**config.mk**
```make
export PLATFORM = sky130hd
export DESIGN_NAME = memArbiter
export DESIGN_NICKNAME = d
export VERILOG_FILES = /design/src/source/isaPkg.sv /design/src/source/memPkg.sv /design/src/source/memArbiter.sv
export SDC_FILE = /design/constraint.sdc
export NUM_CORES = 1
export LEC_CHECK = 0
export BUFFER_PORTS_ARGS = -buffer_cell sky130_fd_sc_hd__buf_4
export CAP_MARGIN = 40
export CELL_PAD_IN_SITES_DETAIL_PLACEMENT = 1
export CELL_PAD_IN_SITES_GLOBAL_PLACEMENT = 1
export CORE_MARGIN = 1.5
export CORE_UTILIZATION = 21
export CTS_BUF_LIST = sky130_fd_sc_hd__clkbuf_8
export DETAILED_ROUTE_END_ITERATION = 12
export GPL_TIMING_DRIVEN = 0
export PLACE_DENSITY_LB_ADDON = 0.15
export SLEW_MARGIN = 15
export SYNTH_ARGS = -nofsm -noshare
export SYNTH_HDL_FRONTEND = slang
export SYNTH_SLANG_ARGS = --single-unit
```
**constraint.sdc**
```tcl
create_clock -name clk -period 1.5 [get_ports clk]
set_input_delay 0.15 -clock clk [delete_from_list [all_inputs] [get_ports clk]]
set_output_delay 0.15 -clock clk [all_outputs]
set_load 0.005 [all_outputs]
```
**src/source/isaPkg.sv**
```systemverilog
package isaPkg;

	localparam int WORD_BITS = 16;
	localparam int OPCODE_BITS = 4;
	localparam int REG_FIELD_BITS = 4;
	localparam int MEM_OFFSET_BITS = 4;
	localparam int IMM_BITS = 8;
	localparam int COND_BITS = 3;
	localparam int BRANCH_OFFSET_BITS = 9;

	typedef logic [WORD_BITS-1:0] word_t;
	typedef logic [OPCODE_BITS-1:0] opcode_t;
	typedef logic [REG_FIELD_BITS-1:0] regIndex_t;
	typedef logic [2:0] flags_t;
	typedef logic [COND_BITS-1:0] cond_t;

	// Bit positions inside flags_t
	localparam int FLAG_Z = 2;
	localparam int FLAG_V = 1;
	localparam int FLAG_N = 0;

	// Encodings follow the low three opcode bits of the arithmetic group
	typedef enum logic [2:0] {
		ADD    = 3'd0,
		SUB    = 3'd1,
		RED    = 3'd2,
		XOR    = 3'd3,
		SLL    = 3'd4,
		SRA    = 3'd5,
		ROR    = 3'd6,
		PADDSB = 3'd7
	} aluOp_t;

	// Layout is opcode[15:12] rd[11:8] rs[7:4] rt[3:0]
	// LW/SW hold the data register in bits 11:8 and a signed word offset in 3:0
	// LHB/LLB hold rd and imm[7:0], B holds cond[11:9] and offset[8:0]
	localparam opcode_t OP_ADD    = 4'h0;
	localparam opcode_t OP_SUB    = 4'h1;
	localparam opcode_t OP_RED    = 4'h2;
	localparam opcode_t OP_XOR    = 4'h3;
	localparam opcode_t OP_SLL    = 4'h4;
	localparam opcode_t OP_SRA    = 4'h5;
	localparam opcode_t OP_ROR    = 4'h6;
	localparam opcode_t OP_PADDSB = 4'h7;
	localparam opcode_t OP_LW     = 4'h8;
	localparam opcode_t OP_SW     = 4'h9;
	localparam opcode_t OP_LHB    = 4'hA;
	localparam opcode_t OP_LLB    = 4'hB;
	localparam opcode_t OP_B      = 4'hC;
	localparam opcode_t OP_BR     = 4'hD;
	localparam opcode_t OP_PCS    = 4'hE;
	localparam opcode_t OP_HLT    = 4'hF;

	localparam cond_t COND_NE     = 3'b000;
	localparam cond_t COND_EQ     = 3'b001;
	localparam cond_t COND_GT     = 3'b010;
	localparam cond_t COND_LT     = 3'b011;
	localparam cond_t COND_GE     = 3'b100;
	localparam cond_t COND_LE     = 3'b101;
	localparam cond_t COND_OV     = 3'b110;
	localparam cond_t COND_ALWAYS = 3'b111;

endpackage

```
**src/source/memPkg.sv**
```systemverilog
package memPkg;

	localparam int ADDR_BITS = 16;
	localparam int MEM_DEPTH = 256;
	localparam int MEM_INDEX_BITS = $clog2(MEM_DEPTH);

	// Data, fetch and host
	localparam int REQUESTERS = 3;

	typedef logic [ADDR_BITS-1:0] addr_t;

endpackage

```
**src/source/memArbiter.sv**
```systemverilog
`timescale 1ns/1ps

module memArbiter (
	input  logic          clk,
	input  logic          reset,
	input  logic          dataReqValid,
	input  logic          dataReqWrite,
	input  memPkg::addr_t dataReqAddr,
	input  isaPkg::word_t dataReqWriteData,
	output logic          dataReqReady,
	output isaPkg::word_t dataReqReadData,
	input  logic          fetchReqValid,
	input  logic          fetchReqWrite,
	input  memPkg::addr_t fetchReqAddr,
	input  isaPkg::word_t fetchReqWriteData,
	output logic          fetchReqReady,
	output isaPkg::word_t fetchReqReadData,
	input  logic          hostReqValid,
	input  logic          hostReqWrite,
	input  memPkg::addr_t hostReqAddr,
	input  isaPkg::word_t hostReqWriteData,
	output logic          hostReqReady,
	output isaPkg::word_t hostReqReadData,
	output logic          memValid,
	output logic          memWrite,
	output memPkg::addr_t memAddr,
	output isaPkg::word_t memWriteData,
	input  logic          memReady,
	input  isaPkg::word_t memReadData
);
	import isaPkg::*;
	import memPkg::*;

	// Index 0 has the highest priority
	logic [REQUESTERS-1:0] reqValid;
	logic [REQUESTERS-1:0] reqWrite;
	addr_t reqAddr [REQUESTERS];
	word_t reqWriteData [REQUESTERS];
	logic [REQUESTERS-1:0] pick;
	logic [REQUESTERS-1:0] owner;
	logic [REQUESTERS-1:0] grant;
	logic locked;

	assign reqValid = {hostReqValid, fetchReqValid, dataReqValid};
	assign reqWrite = {hostReqWrite, fetchReqWrite, dataReqWrite};
	assign reqAddr = '{dataReqAddr, fetchReqAddr, hostReqAddr};
	assign reqWriteData = '{dataReqWriteData, fetchReqWriteData, hostReqWriteData};

	// Lowest set bit of the valid vector
	assign pick = reqValid & (~reqValid + 1'b1);
	assign grant = locked ? owner : pick;

	always_comb begin
		memWrite = 1'b0;
		memAddr = '0;
		memWriteData = '0;
		for (int i = 0; i < REQUESTERS; i++) begin
			if (grant[i]) begin
				memWrite = reqWrite[i];
				memAddr = reqAddr[i];
				memWriteData = reqWriteData[i];
			end
		end
	end

	assign memValid = |(grant & reqValid);

	// Hold the owner from acceptance through the ready cycle
	always_ff @(posedge clk) begin
		if (reset) begin
			locked <= 1'b0;
			owner <= '0;
		end else if (!locked && |reqValid) begin
			locked <= 1'b1;
			owner <= pick;
		end else if (locked && memReady) begin
			locked <= 1'b0;
		end
	end

	assign dataReqReady = grant[0] & memReady;
	assign fetchReqReady = grant[1] & memReady;
	assign hostReqReady = grant[2] & memReady;

	assign dataReqReadData = memReadData;
	assign fetchReqReadData = memReadData;
	assign hostReqReadData = memReadData;

endmodule

```
# After elaboration in Yosys (flattened, before gate mapping)
# Index checks and enable logic that the tools add are counted.
word_totals:
  reg_bits: 4
  inputBits: 121
op_classes:
  bitwise: 6
  add_sub_neg: 1
  n_mux: 12
  reduce_logical: 6
ops:
  columns: ["cell", "count"]
  rows:
  - ["$mux W16", 6]
  - ["$and A3 B3 Y3", 2]
  - ["$reduce_or A3 Y1", 2]
  - ["$mux W1", 5]
  - ["$add A3 B1 Y3 const B", 1]
  - ["$and A1 B1 Y1", 3]
  - ["$mux W3", 1]
  - ["$not A3 Y3", 1]
  - ["$logic_and A1 B1 Y1", 2]
  - ["$reduce_bool A2 Y1", 1]
  - ["$logic_not A1 Y1", 1]

# Depth between registers and ports, before layout
# Gate-level depths: netlist of the first run.
depth:
  word_depth: 7
  ltp_mapped: 6
  depth_no_buf: 3

# Worst setup path after synthesis of the first run
# No wires, ideal clock.
synth_timing:
  path_kind: "register to output"
  start: "register locked"
  end: "output port memAddr[0]"
  slack_ns: -0.153
  t_arrival_ns: 1.503
  required_ns: 1.350
  path_stages_with_launch: 7
  path_buffers: 3
  cell_sequence: "dfxtp_1 -> or4b_1 -> buf_2 -> and2_1 -> buf_6 -> buf_6 -> a31oi_1"
synth_between:
  elab_chain_len: 4
synth_lines:
  columns: ["item", "line_no", "text"]
  rows:
  - ["from (decl)", "memArbiter.sv:42", "logic locked;"]
  - ["from (signal assigned)", "memArbiter.sv:71", "locked <= 1'b0;"]
  - ["from (signal assigned)", "memArbiter.sv:74", "locked <= 1'b1;"]
  - ["from (signal assigned)", "memArbiter.sv:77", "locked <= 1'b0;"]
  - ["$mux W3 *", "memArbiter.sv:51", "assign grant = locked ? owner : pick;"]
  - ["$mux W16 (2 in series)", "memArbiter.sv:58", "if (grant[i]) begin"]
  - ["$mux W16 *", "memArbiter.sv:58", null]
  - ["to (decl)", "memArbiter.sv:26", "output memPkg::addr_t memAddr,"]
# Every way passes the cells marked *; elsewhere a longest branch is shown, timed or not.

# Worst setup path after layout of the first run
layout_timing:
  start: "register locked"
  end: "output port memAddr[11]"
# Same word-level chain as after synthesis.

==> metrics, run 1 <==
status finished, violations left; failing checks negative setup slack; Max Clk Rate 0.498 GHz; largest area contributor in the netlist buf_4; Setup Crit Path Kind reg2out; initial DRC count 82; hold endpoint owner[1]; Core Area 9770 sq um; final global-route overflow total 0; r2r setup slk 0.17 ns; post-synthesis sequential area ratio 3.77%; GP Congestion 0.758; max-capacitance violation count 0; Initial Util 21.7%; commonest non-fill, non-tap cell in the layout buf_4; CP bufs+invs 3; reg-to-reg critical path endpoint owner[1]; Antenna Cells 0; vias in the first global route 3,298; maximum vdd drop 0.350 mV; CP max FO 10; WL final 10,900 um; WHS Path Cells 2; final hold viol count 0; mean number of vias per cell 4.96; Slew @ Worst Pin 0.536 ns; Final WS setup -0.509 ns; metal2 WL 5600 um; Final min period 2.01 ns; HP Class in2reg; CTS tree done; Top Layer Used met4; Data required, critical path 1.35 ns; Area Overhead vs Synth 108%; Final Max Tran Viols 0; # rows 36; HPWL after DPL 8200 um; Syn Inst Count 312; static leakage 2.11 nW; Util after Layout 45.1%; delay of the slowest critical-path stage 0.51 ns; Reg2Reg Depth 5; die height 104 um; Power Density 388 nW/um^2; Post-Syn Area 2120 sq um; WL/cell 17.0 um; skew final 0.00114 ns; die area 10,700 sq um; arrival time at the worst endpoint 1.86 ns; Synth top area share 17.0%; flops & latches, synth 4; commonest cells after routing, fill and taps aside 233 x buf_4, 37 x nand2_1, 33 x and4b_1, 33 x and3b_1, 18 x a21oi_1; wl on met1 4510 um; total CTS buffers 3; NumNets Final 632; syn_nets 433; initial antenna violation count 0; top cells by area in the synthesized netlist buf_4 17%, and4b_1 16%, and3b_1 14%, a211oi_1 12%, a31oi_1 9.7%; Top Family by Delay on Critical Path simple AND/OR/NAND/NOR gates; startpoint types register; drc violations 0; post-route ant nets 0; GRT Util Overall 18.6%; worst hold margin 0.124 ns; CP Cell Sequence or4b_4 -> buf_6 -> clkbuf_4 -> a21oi_1 -> a31oi_2 -> buf_4; clock buffer depth 2; Clock Sinks 4; layout filler cell count 1,231; worst skew pair latency 0.21 ns; Crit-path slowest cell or4b_4; first-pass GRT wire length 16,800 um; slew margin rel. 64.2%; yosys warns 0; Final setup violation count 37; Critical Path End Type output pin; DR pass1 iterations 4; hold path startpoint reset; IO Pins 206; RSZ-0062 raised after global routing true; Die X-Extent 104 um; share of cells above drive strength 1 66.8%; largest net degree at the start of global routing 11; period utilization 134%; H-Tree Depth 1; routed wl met3 658 um; total power 1.71 mW; via count 3,185; Netlist cell types 24; worst reg2reg startpoint locked; Port Buffer Count 189; Clock transition at path regs 0.03 ns; syn avg cell area 6.80 sq um; clock root cell clkbuf_8
[worst reg2reg max path, delay by kind of cell (launching register included)]
kind | cells | cell delay [ns]
compound gates | 1 | 0.06
flops | 1 | 0.32
simple gates | 2 | 0.45
buf+inv | 2 | 0.45
[synth_stat cells, drive strengths merged]
cell,count
dfxtp,4
o21a,1
inv,1
a211o,1
o21bai,1
o21ai,1
a221oi,1
nor3,1
a21boi,1
and3b,33
a21oi,36
and2,3
nor3b,1
nand2,37
nor2,5
buf,53
a22o,1
or4b,1
and4b,33
a211oi,33
clkbuf,31
a31oi,33
[routing by layer]
metal  vias up  track usage, %
li1       1548               -
met1      1506            22.5
met2       119            33.8
met3        12            3.90
met4         0            3.57
met5         -               0
[final cells by class]
cell class / count / area (sq um) / share of cell area, %
buffer: 82 / 607 / 13.8
clock buffer: 3 / 41.3 / 0.937
inverter: 1 / 3.75 / 0.0852
multi-input combinational: 223 / 1980 / 44.8
sequential: 4 / 83.8 / 1.90
tap: 133 / 166 / 3.78
timing repair buffer: 196 / 1530 / 34.7
[report_power, final]
part / leakage, nW / internal (mW) / switching, mW / total (mW)
sequential: 0.0339 / 0.116 / 0.0122 / 0.128
combinational: 2.05 / 0.820 / 0.541 / 1.36
clock: 0.0216 / 0.170 / 0.0481 / 0.219
total: 2.11 / 1.11 / 0.602 / 1.71
[stage by stage]
stage               setup TNS, ns  std cells  area (sq um)  setup slack, ns
detailed placement         -23.72        634          3780           -0.826
CTS                        -17.03        640          3990           -0.522
floorplan                   -3.29        312          2190           -0.109
finish                     -15.74        642          4410           -0.509
global route               -17.87        642          4410           -0.558
global placement           -22.63        634          3780           -0.776
[worst max-delay path by stage]
stage / start / to / slack, ns / depth (start not counted)
floorplan: locked / memAddr[0] / -0.11 / 6
detailed placement: locked / memAddr[3] / -0.83 / 6
global placement: locked / memWriteData[11] / -0.78 / 6
global route: locked / memAddr[11] / -0.56 / 6
finish: locked / memAddr[11] / -0.51 / 6
CTS: locked / memAddr[10] / -0.52 / 7
[flip-flops by register name, summed over array words and instances (netlist names)]
signal  flops
owner       3
locked      1
[repair_timing]
item	in CTS	in global routing
gates cloned	0	1
hold buffers	0	0
pin swaps	4	3
resized for setup	46	83
endpoints found under the setup margin	41	37
buffers inserted	4	2
[cell families after synthesis]
group                  synth area share (%)
DFF                                    3.77
AOI/OAI and AO/OA                      32.4
and+or+nand+nor                        38.8
buffers and inverters                  25.0
(Power assumes the default switching activity.)
==> run 2: changes to the inputs <==
Settings changed: PLACE_DENSITY_LB_ADDON 0.15 to 0.1.
==> metrics, run 2 (synthesis gave the netlist of run 1 again) <==
status finished, violations left; failing checks negative setup slack; r2r setup slk 0.26 ns (+0.09 ns); HP Class in2reg; # rows 36 (unchanged); reg-to-reg critical path endpoint owner[1]; clock buffer depth 2 (unchanged); fin area 4600 sq um (+4.3%); Area Overhead vs Synth 117%; commonest cells after routing, fill and taps aside 229 x buf_4, 36 x nand2_1, 33 x and4b_1, 33 x and3b_1, 24 x a31oi_4; initial DRC count 46 (-44%); max-capacitance violation count 0 (unchanged); max reg flops 3 (unchanged); clock root cell clkbuf_8; CP max FO 10 (unchanged); NumNets Final 634 (+0.32%); WL/cell 17.2 um (+1.0%); Final setup violation count 36 (-2.7%); Reg with most FFs owner; total CTS buffers 3 (unchanged); Antenna Cells 0 (unchanged); WHS Path Cells 2 (unchanged); CP bufs+invs 2 (-1); layout filler cell count 1,223 (-0.65%); WL final 11,000 um (+1.4%); H-Tree Depth 1 (unchanged); Port Buffer Count 189 (unchanged); Slew @ Worst Pin 0.507 ns (-0.0290 ns); Place WS -0.845 ns (-0.0191 ns); delay of the slowest critical-path stage 0.53 ns (+0.02 ns); Crit-path slowest cell or4b_4; Power Density 393 nW/um^2 (+1.4%); Largest regs owner: 3 flops, locked: 1 flops; Final Max Tran Viols 0 (unchanged); Critical Path End Type output pin; largest net degree at the start of global routing 11 (unchanged); hold endpoint owner[1]; first-pass GRT wire length 17,100 um (+1.7%); Final min period 1.96 ns (-0.0528 ns); internal power 1.17 mW (+5.8%); Clock transition at path regs 0.03 ns (about the same); hold buffer count at CTS 0 (unchanged); Setup Crit Path Kind reg2out; CTS tree done; share of cells above drive strength 1 68.9% (+2.1 points); Reg2Reg Depth 6 (+1); initial antenna violation count 0 (unchanged); DR pass1 iterations 4 (unchanged); RSZ-0062 raised after global routing true; Data required, critical path 1.35 ns (about the same); final global-route overflow total 0 (unchanged); CP Cell Sequence or4b_4 -> clkbuf_2 -> a21oi_1 -> a31oi_4 -> buf_4; worst reg2reg startpoint locked; skew final 0.00224 ns (+0.00110 ns); IO Pins 206 (unchanged); die height 104 um (unchanged); post-route insts no fill 644 (+0.31%); maximum vdd drop 0.473 mV (+35%); Clock Sinks 4 (unchanged); register area 83.8 sq um (unchanged); static leakage 2.17 nW (+2.8%); mean number of vias per cell 4.93 (-0.72%); wl on met1 4540 um (+0.69%); GRT Util Overall 18.9% (+0.38 points); period utilization 130% (-3.5 points); clock share of power 12.2% (-0.6 points); sw frac 35.2% (about the same); Initial Util 21.7% (unchanged); drc violations 0 (unchanged); placement-stage cell area 3780 sq um (unchanged); Final WS setup -0.456 ns (+0.0528 ns); via count 3,172 (-0.41%); Max Clk Rate 0.511 GHz (+2.7%); Logic pwr share 80.8% (+1.1 points); slew margin rel. 66.2% (+1.9 points); die area 10,700 sq um (unchanged); Die X-Extent 104 um (unchanged); worst skew pair latency 0.21 ns (about the same); GP Congestion 0.736 (-2.9%); Multi-input gate area 2090 sq um (+5.9%); vias in the first global route 3,342 (+1.3%); metal2 WL 5750 um (+2.7%); sequential power share 7.0% (-0.5 points); Top Layer Used met4; Top Family by Delay on Critical Path simple AND/OR/NAND/NOR gates; Switching Power 0.636 mW (+5.8%); Util after Layout 47.0% (+1.9 points); Placed Cells 634 (unchanged); Core Area 9770 sq um (unchanged); post-route ant nets 0 (unchanged); commonest non-fill, non-tap cell in the layout buf_4; hold path startpoint reset; routed wl met3 732 um (+11%); arrival time at the worst endpoint 1.81 ns (-0.05 ns); HPWL after DPL 8070 um (-1.6%); startpoint types register; final hold viol count 0 (unchanged)
-- run 2: per-stage QoR --
| step | setup TNS, ns | hold WS, ns | power, mW |
|---|---|---|---|
| 2_1_floorplan | -3.29 | 0.219 | 0.625 |
| 3_3_place_gp | -22.79 | 0.346 | 1.25 |
| 3_5_place_dp | -23.37 | 0.354 | 1.27 |
| 4_1_cts | -17.15 | 0.124 | 1.59 |
| 5_1_grt | -16.23 | 0.134 | 1.93 |
| 6_report | -13.97 | 0.129 | 1.81 |
-- run 2: power groups by stage --
stage | clock [mW] | sequential (mW) | combinational [mW]
2_1_floorplan | 0 | 0.122 | 0.503
4_1_cts | 0.227 | 0.127 | 1.23
3_3_place_gp | 0 | 0.127 | 1.13
6_report | 0.220 | 0.127 | 1.46
5_1_grt | 0.237 | 0.129 | 1.57
3_5_place_dp | 0 | 0.128 | 1.14
-- run 2: layer usage --
| layer | GRT usage (%) | up-vias |
|---|---|---|
| li1 | - | 1543 |
| met1 | 23.0 | 1512 |
| met2 | 35.7 | 115 |
| met3 | 4.09 | 2 |
| met4 | 0.694 | 0 |
| met5 | 0 | - |
-- run 2: worst max-delay path by stage --
stage	to	start	cells past startpoint	slack (ns)
global placement	memWriteData[11]	locked	6	-0.78
finish	memWriteData[5]	locked	5	-0.46
global route	memWriteData[5]	locked	5	-0.53
detailed placement	memAddr[1]	locked	6	-0.84
floorplan	memAddr[0]	locked	6	-0.11
CTS	memWriteData[1]	locked	7	-0.51
-- run 2: area by class of cell --
cell class / count / share of cell area (%)
tap: 133 / 3.62
sequential: 4 / 1.82
buffer: 81 / 13.0
clock buffer: 3 / 0.898
timing repair buffer: 199 / 35.1
multi-input combinational: 223 / 45.5
inverter: 1 / 0.0816
-- run 2: repair_timing --
| action | CTS | global route |
|---|---|---|
| gates cloned | 2 | 1 |
| gates resized for setup | 46 | 110 |
| buffers inserted | 7 | 0 |
| endpoints found under the setup margin | 41 | 37 |
| pin swaps | 3 | 3 |
