$ cat src/source/isaPkg.sv
package isaPkg;

	localparam int WORD_BITS = 16;
	localparam int OPCODE_BITS = 4;
	localparam int REG_FIELD_BITS = 4;
	localparam int MEM_OFFSET_BITS = 4;
	localparam int IMM_BITS = 8;
	localparam int COND_BITS = 3;
	localparam int BRANCH_OFFSET_BITS = 9;

	typedef logic [WORD_BITS-1:0] word_t;
	typedef logic [OPCODE_BITS-1:0] opcode_t;
	typedef logic [REG_FIELD_BITS-1:0] regIndex_t;
	typedef logic [2:0] flags_t;
	typedef logic [COND_BITS-1:0] cond_t;

	// Bit positions inside flags_t
	localparam int FLAG_Z = 2;
	localparam int FLAG_V = 1;
	localparam int FLAG_N = 0;

	// Encodings follow the low three opcode bits of the arithmetic group
	typedef enum logic [2:0] {
		ADD    = 3'd0,
		SUB    = 3'd1,
		RED    = 3'd2,
		XOR    = 3'd3,
		SLL    = 3'd4,
		SRA    = 3'd5,
		ROR    = 3'd6,
		PADDSB = 3'd7
	} aluOp_t;

	// Layout is opcode[15:12] rd[11:8] rs[7:4] rt[3:0]
	// LW/SW hold the data register in bits 11:8 and a signed word offset in 3:0
	// LHB/LLB hold rd and imm[7:0], B holds cond[11:9] and offset[8:0]
	localparam opcode_t OP_ADD    = 4'h0;
	localparam opcode_t OP_SUB    = 4'h1;
	localparam opcode_t OP_RED    = 4'h2;
	localparam opcode_t OP_XOR    = 4'h3;
	localparam opcode_t OP_SLL    = 4'h4;
	localparam opcode_t OP_SRA    = 4'h5;
	localparam opcode_t OP_ROR    = 4'h6;
	localparam opcode_t OP_PADDSB = 4'h7;
	localparam opcode_t OP_LW     = 4'h8;
	localparam opcode_t OP_SW     = 4'h9;
	localparam opcode_t OP_LHB    = 4'hA;
	localparam opcode_t OP_LLB    = 4'hB;
	localparam opcode_t OP_B      = 4'hC;
	localparam opcode_t OP_BR     = 4'hD;
	localparam opcode_t OP_PCS    = 4'hE;
	localparam opcode_t OP_HLT    = 4'hF;

	localparam cond_t COND_NE     = 3'b000;
	localparam cond_t COND_EQ     = 3'b001;
	localparam cond_t COND_GT     = 3'b010;
	localparam cond_t COND_LT     = 3'b011;
	localparam cond_t COND_GE     = 3'b100;
	localparam cond_t COND_LE     = 3'b101;
	localparam cond_t COND_OV     = 3'b110;
	localparam cond_t COND_ALWAYS = 3'b111;

endpackage

$ cat src/source/memPkg.sv
package memPkg;

	localparam int ADDR_BITS = 16;
	localparam int MEM_DEPTH = 256;
	localparam int MEM_INDEX_BITS = $clog2(MEM_DEPTH);

	// Data, fetch and host
	localparam int REQUESTERS = 3;

	typedef logic [ADDR_BITS-1:0] addr_t;

endpackage

$ cat src/source/alu.sv
`timescale 1ns/1ps

module alu (
	input  isaPkg::word_t  operandA,
	input  isaPkg::word_t  operandB,
	input  isaPkg::aluOp_t aluOp,
	output isaPkg::word_t  result,
	output isaPkg::flags_t flags
);
	import isaPkg::*;

	// Signed 4-bit add clamped to -8..7
	function automatic logic [3:0] satNibble(input logic [3:0] x, input logic [3:0] y);
		logic [4:0] sum;
		sum = {x[3], x} + {y[3], y};
		if (sum[4] != sum[3]) begin
			return sum[4] ? 4'h8 : 4'h7;
		end
		return sum[3:0];
	endfunction

	logic [WORD_BITS:0] sum;
	logic [WORD_BITS:0] diff;
	logic [9:0] byteSum;
	logic [2*WORD_BITS-1:0] rotWide;
	logic overflow;

	// One extra sign bit exposes signed overflow
	assign sum = {operandA[WORD_BITS-1], operandA} + {operandB[WORD_BITS-1], operandB};
	assign diff = {operandA[WORD_BITS-1], operandA} - {operandB[WORD_BITS-1], operandB};

	assign byteSum = {{2{operandA[15]}}, operandA[15:8]} + {{2{operandA[7]}}, operandA[7:0]}
		+ {{2{operandB[15]}}, operandB[15:8]} + {{2{operandB[7]}}, operandB[7:0]};

	assign rotWide = {operandA, operandA} >> operandB[3:0];

	always_comb begin
		result = '0;
		overflow = 1'b0;
		case (aluOp)
			ADD: begin
				overflow = sum[WORD_BITS] != sum[WORD_BITS-1];
				result = sum[WORD_BITS-1:0];
				if (overflow) begin
					result = sum[WORD_BITS] ? 16'h8000 : 16'h7FFF;
				end
			end
			SUB: begin
				overflow = diff[WORD_BITS] != diff[WORD_BITS-1];
				result = diff[WORD_BITS-1:0];
				if (overflow) begin
					result = diff[WORD_BITS] ? 16'h8000 : 16'h7FFF;
				end
			end
			RED: result = {{(WORD_BITS-10){byteSum[9]}}, byteSum};
			XOR: result = operandA ^ operandB;
			SLL: result = operandA << operandB[3:0];
			SRA: result = $signed(operandA) >>> operandB[3:0];
			ROR: result = rotWide[WORD_BITS-1:0];
			PADDSB: begin
				for (int i = 0; i < 4; i++) begin
					result[4*i +: 4] = satNibble(operandA[4*i +: 4], operandB[4*i +: 4]);
				end
			end
			default: result = '0;
		endcase
	end

	assign flags[FLAG_Z] = (result == '0);
	assign flags[FLAG_V] = overflow;
	assign flags[FLAG_N] = result[WORD_BITS-1];

endmodule

$ cat src/source/controlUnit.sv
`timescale 1ns/1ps

module controlUnit (
	input  isaPkg::opcode_t opcode,
	output logic            regDst,
	output logic            memRead,
	output logic            memWrite,
	output logic            memToReg,
	output logic            aluSrc,
	output logic            regWrite,
	output logic            loadByte,
	output logic            branch,
	output logic            branchReg,
	output logic            pcSave,
	output logic            halt,
	output isaPkg::aluOp_t  aluOp
);
	import isaPkg::*;

	// regDst high sends rt to read port B, low sends the bits 11:8 register
	always_comb begin
		regDst = 1'b0;
		memRead = 1'b0;
		memWrite = 1'b0;
		memToReg = 1'b0;
		aluSrc = 1'b0;
		regWrite = 1'b0;
		loadByte = 1'b0;
		branch = 1'b0;
		branchReg = 1'b0;
		pcSave = 1'b0;
		halt = 1'b0;
		aluOp = ADD;
		case (opcode)
			OP_ADD, OP_SUB, OP_RED, OP_XOR, OP_PADDSB: begin
				regDst = 1'b1;
				regWrite = 1'b1;
				aluOp = aluOp_t'(opcode[2:0]);
			end
			// Shift amount comes from the rt field
			OP_SLL, OP_SRA, OP_ROR: begin
				regDst = 1'b1;
				aluSrc = 1'b1;
				regWrite = 1'b1;
				aluOp = aluOp_t'(opcode[2:0]);
			end
			OP_LW: begin
				memRead = 1'b1;
				memToReg = 1'b1;
				aluSrc = 1'b1;
				regWrite = 1'b1;
			end
			OP_SW: begin
				memWrite = 1'b1;
				aluSrc = 1'b1;
			end
			OP_LHB, OP_LLB: begin
				loadByte = 1'b1;
				regWrite = 1'b1;
			end
			OP_B: branch = 1'b1;
			OP_BR: branchReg = 1'b1;
			OP_PCS: begin
				pcSave = 1'b1;
				regWrite = 1'b1;
			end
			OP_HLT: halt = 1'b1;
			default: ;
		endcase
	end

endmodule

$ cat src/source/cpuCore.sv
`timescale 1ns/1ps

module cpuCore (
	input  logic          clk,
	input  logic          reset,
	input  logic          start,
	output logic          halted,
	output logic          fetchReqValid,
	output logic          fetchReqWrite,
	output memPkg::addr_t fetchReqAddr,
	output isaPkg::word_t fetchReqWriteData,
	input  logic          fetchReqReady,
	input  isaPkg::word_t fetchReqReadData,
	output logic          dataReqValid,
	output logic          dataReqWrite,
	output memPkg::addr_t dataReqAddr,
	output isaPkg::word_t dataReqWriteData,
	input  logic          dataReqReady,
	input  isaPkg::word_t dataReqReadData
);
	import isaPkg::*;
	import memPkg::*;

	typedef enum logic [2:0] {IDLE, FETCH, EXECUTE, MEMORY, WRITEBACK, HALTED} state_t;

	state_t state;
	addr_t pc;
	word_t instr;
	word_t resultReg;
	addr_t effAddr;
	flags_t flags;

	opcode_t opcode;
	logic regDst;
	logic memRead;
	logic memWrite;
	logic memToReg;
	logic aluSrc;
	logic regWrite;
	logic loadByte;
	logic branch;
	logic branchReg;
	logic pcSave;
	logic halt;
	aluOp_t aluOp;

	regIndex_t srcB;
	word_t readDataA;
	word_t readDataB;
	word_t aluB;
	word_t aluResult;
	word_t mergedByte;
	word_t execResult;
	flags_t aluFlags;
	logic condTrue;
	logic takeBranch;
	addr_t branchTarget;

	assign opcode = instr[15:12];

	controlUnit decoder (.*);

	assign srcB = regDst ? instr[3:0] : instr[11:8];

	registerFile regFile (
		.clk(clk),
		.reset(reset),
		.readAddrA(instr[7:4]),
		.readAddrB(srcB),
		.writeAddr(instr[11:8]),
		.writeEnable(state == WRITEBACK && regWrite),
		.writeData(resultReg),
		.readDataA(readDataA),
		.readDataB(readDataB)
	);

	assign aluB = aluSrc ? word_t'(instr[3:0]) : readDataB;

	alu aluUnit (
		.operandA(readDataA),
		.operandB(aluB),
		.aluOp(aluOp),
		.result(aluResult),
		.flags(aluFlags)
	);

	// Port B carries the old rd value for the byte merge
	assign mergedByte = (opcode == OP_LHB) ? {instr[IMM_BITS-1:0], readDataB[7:0]}
		: {readDataB[15:8], instr[IMM_BITS-1:0]};

	// pc already points past the current instruction here
	assign execResult = pcSave ? pc : (loadByte ? mergedByte : aluResult);

	always_comb begin
		case (cond_t'(instr[11:9]))
			COND_NE: condTrue = !flags[FLAG_Z];
			COND_EQ: condTrue = flags[FLAG_Z];
			COND_GT: condTrue = !flags[FLAG_Z] && !flags[FLAG_N];
			COND_LT: condTrue = flags[FLAG_N];
			COND_GE: condTrue = flags[FLAG_Z] || !flags[FLAG_N];
			COND_LE: condTrue = flags[FLAG_Z] || flags[FLAG_N];
			COND_OV: condTrue = flags[FLAG_V];
			default: condTrue = 1'b1;
		endcase
	end

	assign takeBranch = (branch || branchReg) && condTrue;
	assign branchTarget = branchReg ? readDataA
		: pc + {{(WORD_BITS-BRANCH_OFFSET_BITS){instr[BRANCH_OFFSET_BITS-1]}},
			instr[BRANCH_OFFSET_BITS-1:0]};

	always_ff @(posedge clk) begin
		if (reset) begin
			state <= IDLE;
			pc <= '0;
			flags <= '0;
		end else begin
			case (state)
				IDLE: if (start) state <= FETCH;
				FETCH: begin
					if (fetchReqReady) begin
						pc <= pc + 1'b1;
						state <= EXECUTE;
					end
				end
				EXECUTE: begin
					if (halt) state <= HALTED;
					else if (memRead || memWrite) state <= MEMORY;
					else state <= WRITEBACK;
					if (takeBranch) pc <= branchTarget;
					if (opcode inside {OP_ADD, OP_SUB}) begin
						flags <= aluFlags;
					end else if (opcode inside {OP_XOR, OP_SLL, OP_SRA, OP_ROR}) begin
						flags[FLAG_Z] <= aluFlags[FLAG_Z];
					end
				end
				MEMORY: if (dataReqReady) state <= WRITEBACK;
				WRITEBACK: state <= FETCH;
				default: state <= HALTED;
			endcase
		end
	end

	always_ff @(posedge clk) begin
		if (state == FETCH && fetchReqReady) instr <= fetchReqReadData;
		if (state == EXECUTE) begin
			resultReg <= execResult;
			effAddr <= readDataA + {{(WORD_BITS-MEM_OFFSET_BITS){instr[MEM_OFFSET_BITS-1]}},
				instr[MEM_OFFSET_BITS-1:0]};
		end
		if (state == MEMORY && dataReqReady && memToReg) resultReg <= dataReqReadData;
	end

	assign fetchReqValid = (state == FETCH);
	assign fetchReqWrite = 1'b0;
	assign fetchReqAddr = pc;
	assign fetchReqWriteData = '0;

	assign dataReqValid = (state == MEMORY);
	assign dataReqWrite = memWrite;
	assign dataReqAddr = effAddr;
	assign dataReqWriteData = readDataB;

	assign halted = (state == HALTED);

endmodule

$ cat src/source/registerFile.sv
`timescale 1ns/1ps

module registerFile (
	input  logic              clk,
	input  logic              reset,
	input  isaPkg::regIndex_t readAddrA,
	input  isaPkg::regIndex_t readAddrB,
	input  isaPkg::regIndex_t writeAddr,
	input  logic              writeEnable,
	input  isaPkg::word_t     writeData,
	output isaPkg::word_t     readDataA,
	output isaPkg::word_t     readDataB
);
	import isaPkg::*;

	word_t regs [2**REG_FIELD_BITS];

	always_ff @(posedge clk) begin
		if (reset) begin
			for (int i = 0; i < 2**REG_FIELD_BITS; i++) begin
				regs[i] <= '0;
			end
		end else if (writeEnable && writeAddr != '0) begin
			regs[writeAddr] <= writeData;
		end
	end

	// Register 0 is hardwired to zero
	assign readDataA = (readAddrA == '0) ? '0 : regs[readAddrA];
	assign readDataB = (readAddrB == '0) ? '0 : regs[readAddrB];

endmodule

$ cat config.mk
export PLATFORM = sky130hd
export DESIGN_NAME = cpuCore
export DESIGN_NICKNAME = d
export VERILOG_FILES = /design/src/source/isaPkg.sv /design/src/source/memPkg.sv /design/src/source/alu.sv /design/src/source/controlUnit.sv /design/src/source/cpuCore.sv /design/src/source/registerFile.sv
export SDC_FILE = /design/constraint.sdc
export NUM_CORES = 1
export LEC_CHECK = 0
export BUFFER_PORTS_ARGS = -buffer_cell sky130_fd_sc_hd__buf_2
export CAP_MARGIN = 10
export CORE_MARGIN = 1
export CORE_UTILIZATION = 50
export DETAILED_ROUTE_END_ITERATION = 10
export GPL_TIMING_DRIVEN = 0
export PLACE_DENSITY = 0.69
export SYNTH_ARGS = -nofsm -noshare
export SYNTH_HDL_FRONTEND = slang
export SYNTH_SLANG_ARGS = --single-unit
export TNS_END_PERCENT = 1
$ cat constraint.sdc
create_clock -name clk -period 7.09 [get_ports clk]
set_clock_uncertainty 0.2 [all_clocks]
set_input_delay 2.127 -clock clk [delete_from_list [all_inputs] [get_ports clk]]
set_output_delay 2.127 -clock clk [all_outputs]
set_load 0.01 [all_outputs]
Word-level counts from Yosys, hierarchy flattened --
Memory sizes are Yosys's and may differ from the RTL's. A register that Yosys moved wholly into a read port is not among the register bits. Cells that the tools add are included.
Operators by class: shift operators 3, bitwise gates (word level) 1, eq/ne operators 43, muxes and demuxes 68, reductions and logical operators 35, add/sub/neg operators 12
Operators with widths (number):
- 16-bit 2-to-1 mux | 16
- 16-bit case mux with 8 select lines | 1
- 4-bit 2-to-1 mux | 15
- 16-bit adder | 2
- 4-bit == test, second input constant | 8
- 16-bit case mux with 2 select lines | 1
- 32-bit by 4-bit >> shifter with 16-bit output | 1
- 3-bit == test, second input constant | 9
- 1-bit 2-to-1 mux | 26
- 4-bit by 4-bit adder with 5-bit output | 4
- 3-bit by 2-bit == test with 1-bit output, second input constant | 6
- 3-bit 2-to-1 mux | 6
- 16-bit by 16-bit adder with 17-bit output | 1
- 16-bit by 16-bit subtractor with 17-bit output | 1
- 16-bit by 1-bit adder with 16-bit output, second input constant | 1
- 4-bit by 3-bit == test with 1-bit output, second input constant | 4
- 16-bit logical NOT | 1
- 16-bit OR reduction | 1
- 16-bit by 4-bit left shift with 16-bit output | 1
- 16-bit by 4-bit >>> shifter with 16-bit output | 1
- 16-bit XOR | 1
- 3-bit case mux with 5 select lines | 1
- 4-bit logical NOT | 3
- 12-bit OR reduction | 1
- other kinds (22) | 50
Storage, ports and cells: bits in writable memories 256, output and inout port bits 69, memories kept 1, logic and storage cells 170, input bits 37, register bits after elaboration 70
Memories:
- regFile.regs | depth 16, width 16, read ports 2, clocked after memory_dff 1, wr ports 16, RTL line registerFile.sv:16 | word_t regs [2**REG_FIELD_BITS];

Logic depth before layout (Yosys ltp) --
word-level depth 17, gate-level depth with buffers 35, gate-level depth less buffers 30

Hierarchy --
A second synthesis with hierarchy kept.
Unflattened totals: cell total of the unflattened synthesis 2363, area, all modules 24568.6 um2
Modules (own cells, without submodules):
- registerFile | area each 13108.8 um2, cells an instance 931, times used 1, seq. area each 7236.9 um2
- alu | area each 5914.4 um2, cells an instance 812, times used 1, seq. area each 0.0 um2
- cpuCore | area each 5431.5 um2, cells an instance 599, times used 1, seq. area each 1881.8 um2
- controlUnit | area each 113.9 um2, cells an instance 21, times used 1, seq. area each 0.0 um2

Worst setup path after synthesis --
Ideal clock, no wire load.
path type register -> register, start reg instr[15], end reg flags[2], path buffers 6, data arrival time 7.095 ns, setup time 0.087 ns, cell stages (with the launch flop) 32, slack -0.292 ns, clock period less this slack 7.382 ns, path through edfxtp_1 buf_6 mux2_2 buf_4 clkbuf_1 clkbuf_1 buf_1 clkbuf_1 nand2_1 a31oi_1 o21ai_0 a21oi_1 nand2_1 fa_1 fa_1 inv_1 ha_1 inv_1 fa_1 nor2b_1 o21ai_0 a21boi_0 o21a_1 o211ai_1 and4_1 nor3_1 o221ai_1 a221oi_2 a31oi_1 nor4_1 nand4_1 o31ai_1
Between the ends: longest elaborated chain between the ends 16, elaborated cells on any way between the ends 78, classes of those cells add/sub: 8; eq/ne: 22; shift: 3; mux: 33; bitwise: 1; reduce/logical: 10; memory: 1
Ends and longest elaborated chain:
- start, declared | RTL line cpuCore.sv:28 | word_t instr;
- start signal, assigned | RTL line cpuCore.sv:145 | if (state == FETCH && fetchReqReady) instr <= fetchReqReadData;
- 4-bit by 1-bit == test with 1-bit output (tied with other cells) | RTL line controlUnit.sv:34 | case (opcode)
- 8-bit OR reduction (no source line) (*)
- 1-bit 2-to-1 mux (*) | RTL line controlUnit.sv:34
- 4-bit 2-to-1 mux (*) | RTL line cpuCore.sv:63 | assign srcB = regDst ? instr[3:0] : instr[11:8];
- memory read 16 x 16 bit or 4-bit logical NOT (tied branches)
- 16-bit 2-to-1 mux (*) | RTL line registerFile.sv:30 | assign readDataB = (readAddrB == '0) ? '0 : regs[readAddrB];
- named net dataReqWriteData[9] | RTL line cpuCore.sv:17 | output isaPkg::word_t dataReqWriteData,
- 16-bit 2-to-1 mux (*) | RTL line cpuCore.sv:77 | assign aluB = aluSrc ? word_t'(instr[3:0]) : readDataB;
- branches (longest 5 deep; another with 9-bit by 8-bit adder with 10-bit output)
- 16-bit case mux with 8 select lines (*) | RTL line alu.sv:40 | case (aluOp)
- 16-bit logical NOT (*) | RTL line alu.sv:69 | assign flags[FLAG_Z] = (result == '0);
- 1-bit 2-to-1 mux | RTL line cpuCore.sv:133 | end else if (opcode inside {OP_XOR, OP_SLL, OP_SRA, OP_ROR}) begin
- 1-bit 2-to-1 mux (*) | RTL line cpuCore.sv:131 | if (opcode inside {OP_ADD, OP_SUB}) begin
- end signal, assigned | RTL line cpuCore.sv:132 | flags <= aluFlags;
- end signal, assigned by index | RTL line cpuCore.sv:134 | flags[FLAG_Z] <= aluFlags[FLAG_Z];
- end, declared | RTL line cpuCore.sv:31 | flags_t flags;
Mark *: on every way through the listed nets, which the timed path passes. The select of a mux whose other input is x is not followed. A chain may end at the register's enable or synchronous reset.

Worst setup path in the final report --
start reg instr[7], end reg resultReg[4] (data pin)
Between the ends: longest elaborated chain between the ends 12, elaborated cells on any way between the ends 29, classes of those cells add/sub: 6; eq/ne: 3; shift: 3; mux: 15; bitwise: 1; reduce/logical: 1
Ends and longest elaborated chain:
- 4-bit logical NOT (*) | RTL line registerFile.sv:29 | assign readDataA = (readAddrA == '0) ? '0 : regs[readAddrA];
- 16-bit 2-to-1 mux (*) | RTL line registerFile.sv:29
- branches (longest 5 deep; another with 9-bit by 8-bit adder with 10-bit output)
- 16-bit case mux with 8 select lines (*) | RTL line alu.sv:40
- 16-bit 2-to-1 mux (*) (2 in series) | RTL line cpuCore.sv:92 | assign execResult = pcSave ? pc : (loadByte ? mergedByte : aluResult);
- 16-bit 2-to-1 mux (*) | RTL line cpuCore.sv:146 | if (state == EXECUTE) begin
- 16-bit 2-to-1 mux (*) | RTL line cpuCore.sv:151 | if (state == MEMORY && dataReqReady && memToReg) resultReg <= dataReqReadData;
- end signal, assigned | RTL line cpuCore.sv:147 | resultReg <= execResult;
- end signal, assigned | RTL line cpuCore.sv:151
- end, declared | RTL line cpuCore.sv:29 | word_t resultReg;
Every way passes the cells marked *. The select of a mux whose other input is x is not followed.

==> impl_results.md <==
- Status: finished with violations
- Failing checks: setup timing
- Period minus WS final: 7.26 ns
- Overflow after GRT: 0
- Pin count of the biggest net entering global routing: 26
- Worst-path clk slew: 0.06 ns
- Vias in the first global route: ~21000
- Layout area overhead: 20.1%
- Reg-to-Reg End: resultReg[4]
- CTS Sinks: 330
- Nets@finish: 2835
- Avg Inst Size Synth: 9.90 sq um
- Fin worst setup slack: -0.173 ns
- CP bufs+invs: 3
- # Max-Cap Violations: 0
- CP Max Fanout: 10
- Top cell type's share of synthesized area: 37.8%
- Number of routed nets with antenna violations: 0
- DIE WIDTH: between 200 and 250 um
- Hold Path Class: flop to flop
- RSZ-0062 raised after global routing: true
- Ports: approximately 110
- Top_reg_cell synth: edfxtp_1
- Filler Cell Count: 3993
- Total CTS buffers: 37
- Worst R2R Path Depth: 29
- Cells after Synth: ~2400
- Initial Utilization: 50.6%
- Clock Tree Buf Depth: 3
- Placed Instance Area: 0.0257 sq mm
- Placeable Area: 0.0477 sq mm
- Maximum VDD drop: 0.213 mV
- Leading area contributor after synthesis: edfxtp_1
- # DRC: 0
- CP Data Required Time: between 7 and 8 ns
- GRT Overall Usage: a little over two fifths
- Fmax achieved: 138 MHz
- Vias post-DR: 22600
- Design area: 0.0290 sq mm
- Leakage Power: 11.6 nW
- Setup slack, reg-to-reg: -0.17 ns
- Slew headroom: 19.5%
- CTS root buf: clkbuf_16
- Dpl ws: -3.13 ns
- WL per Instance: 31.8 um
- Worst-skew pair later-pin latency: 0.59 ns
- CP Launch Type: flop
- Pwr Density: about 250 mW/mm^2
- Critical R2R Launch: instr[7]
- Actual slew at the worst max-slew pin: 1.20 ns
- Die H: 222 um
- Most used routing layer: met2
- Critical path type: flop to flop
- TritonRoute pass-1 iters: 6
- CP endpoint kind: flop
- Row count: 80
- Fin. max-slew vios: 0
- Final worst path period share: 102%
- Synth Register Bits: 330
- Crit path to: resultReg[4]
- RD Place Congestion: 1.05
- Fin util: 60.8%
- Top Family by Delay on Critical Path: compound AO/OA/AOI/OAI gates
- Sequential cell area fraction in the yosys report: 39.9%
- Die Area: around 0.05 sq mm
- Max incr delay on CP: 0.69 ns
- WP depth: 29
- First-pass GRT wire length: 150000 um
- Routing usage on met3: approximately a tenth
- Setup TNS: -0.487 ns
- Area contributors post-synth: edfxtp_1 38%, mux4_2 6.6%, mux2i_1 6.1%
- Final setup violation count: 8
- Number of synthesized flops with an enable pin: 304
- Async SR Flop Fraction: 0%
- Detail Placement HPWL: between 80000 and 90000 um
- Yosys warning count: 0
- Final-report hold violation count: 0
- Cell with the most instances on the worst path: a21oi_1
- CTS H-tree depth: 2
- Cell variety after synth: 82
- PortBufs: ~90
- Layout cell share with drive strength beyond 1: about 22%
- Initial DRC count: 3189
- Initial antenna violation count: 5
- Vias/cell: 6.76
- Drt total wl: roughly 110000 um
- CP Launch Point: instr[7]
- CTS tree: built
- Cell area after synthesis: ~0.024 sq mm
- GRT met2 Usage: between 60 and 70%
- Slowest-stage cell, CP: edfxtp_1
- Met1 GRT Util: 57.0%
- Critical path arrival: 7.47 ns
-- where the power goes --
group	leakage, nW	internal [mW]	switching, mW	total (mW)
clock network	0.606	1.16	0.852	2.01
logic	7.68	1.15	1.90	3.05
registers	3.28	2.22	0.0614	2.28
total	11.6	4.53	2.82	7.34
-- cell usage after synthesis (18+ instances only) --
cell type and count:
nand3_1 30, inv_1 103, mux4_2 71, nor3_1 32, a31oi_1 36, xnor2_1 37
nor2b_1 21, mux2i_1 147, and2_1 228, o21ai_0 132, o22ai_1 22, buf_4 19
a21oi_1 148, fa_1 24, o211ai_1 31, and3_1 40, or2_2 18, edfxtp_1 304
buf_2 25, dfxtp_1 26, a32oi_1 18, a22oi_1 36, nand2_1 251, a211oi_1 33
ha_1 77, a21o_1 19, nor2_1 151, clkbuf_1 112
-- metrics by stage --
step,hold slack [ns],power [mW],std cells
floorplan,0.270,3.85,2475
global placement,0.285,4.73,3178
detailed placement,0.301,4.77,3190
CTS,0.308,7.04,3313
global route,0.364,7.54,3340
finish,0.319,7.34,3345
-- sequential cells by signal (all words and copies together), names as in the netlist, named ones only --
name / count
regFile.regs: 256
instr: 16
resultReg: 16
dataReqAddr: 16
fetchReqAddr: 16
flags: 3
state: 3
-- layer usage --
metal	up-vias	routed length, um
li1	9504	-
met2	1637	45900
met5	-	27
met1	11100	41200
met3	362	12500
met4	4	6770
-- worst min-delay path, stage by stage (launching register included) --
cell	delay (ns)
dfxtp_1	0.31
nor2_1	0.10
a211oi_1	0.05
-- worst min-delay path by stage --
stage	start	end	slack (ns)	depth (start not counted)
after detailed placement	flags[1]	flags[1]	0.30	2
after global routing	flags[1]	flags[1]	0.36	2
after floorplan	flags[2]	flags[2]	0.27	2
final	flags[1]	flags[1]	0.32	2
after CTS	flags[1]	flags[1]	0.31	2
after global placement	flags[1]	flags[1]	0.28	2
-- logic make-up (layout without fill, tap and decap cells) --
| group | Yosys count | in the layout | synth area share [%] |
|---|---|---|---|
| flip-flops | 330 | 330 | 39.9 |
| AO/OA/AOI/OAI | 599 | 599 | 16.1 |
| AND/OR/NAND/NOR | 837 | 837 | 17.4 |
| other | 1 | 38 | 0.0155 |
| multiplexers | 239 | 239 | 13.7 |
| adder cells (fa/ha/maj) | 102 | 102 | 6.01 |
| XOR/XNOR | 50 | 50 | 1.81 |
| buffers and inverters | 285 | 535 | 4.97 |
-- layout by cell type (no fill, tap or decap), types with 14 or more instances in the layout --
| master | n |
|---|---|
| nor3_1 | 27 |
| mux2_2 | 16 |
| buf_4 | 114 |
| nand3_1 | 29 |
| clkbuf_1 | 71 |
| a31oi_1 | 29 |
| a211oi_1 | 26 |
| buf_6 | 21 |
| mux4_2 | 71 |
| edfxtp_1 | 304 |
| dfxtp_1 | 26 |
| a22oi_1 | 35 |
| o22ai_1 | 18 |
| a21oi_1 | 122 |
| nor2_1 | 149 |
| nor2b_1 | 20 |
| ha_1 | 65 |
| o21ai_0 | 108 |
| or2_2 | 18 |
| buf_2 | 95 |
| mux2i_1 | 145 |
| a32oi_1 | 16 |
| inv_1 | 97 |
| and2_1 | 228 |
| nand2_1 | 241 |
| fa_1 | 22 |
| a21oi_2 | 22 |
| o21ai_2 | 16 |
| a221o_1 | 14 |
| conb_1 | 33 |
| o211ai_1 | 31 |
| and3_1 | 40 |
| clkbuf_2 | 16 |
| a21o_1 | 19 |
| nand2b_1 | 15 |
| clkbuf_16 | 40 |
| xnor2_1 | 37 |
-- cell type report --
cell class	count	area (sq um)	area share [%]
diodes	5	12.5	0.0431
plain buffers	158	1070	3.70
clock buffers	47	1000	3.46
clock inverters	20	234	0.805
inverters	110	437	1.50
multi-input cells	1860	14300	49.4
flip-flops and latches	330	9650	33.2
well taps	615	769	2.65
repair buffers	200	1520	5.24
-- what timing repair did --
| action | in CTS | in global routing |
|---|---|---|
| gates cloned | 2 | 0 |
| setup buffers | 66 | 32 |
| hold endpoints to repair | 0 | 0 |
| setup endpoints to repair | 29 | 18 |
| gates resized for setup | 247 | 103 |
| hold buffers | 0 | 0 |
| pin swaps | 34 | 45 |
No activity file was read; power rests on OpenSTA's default activity.
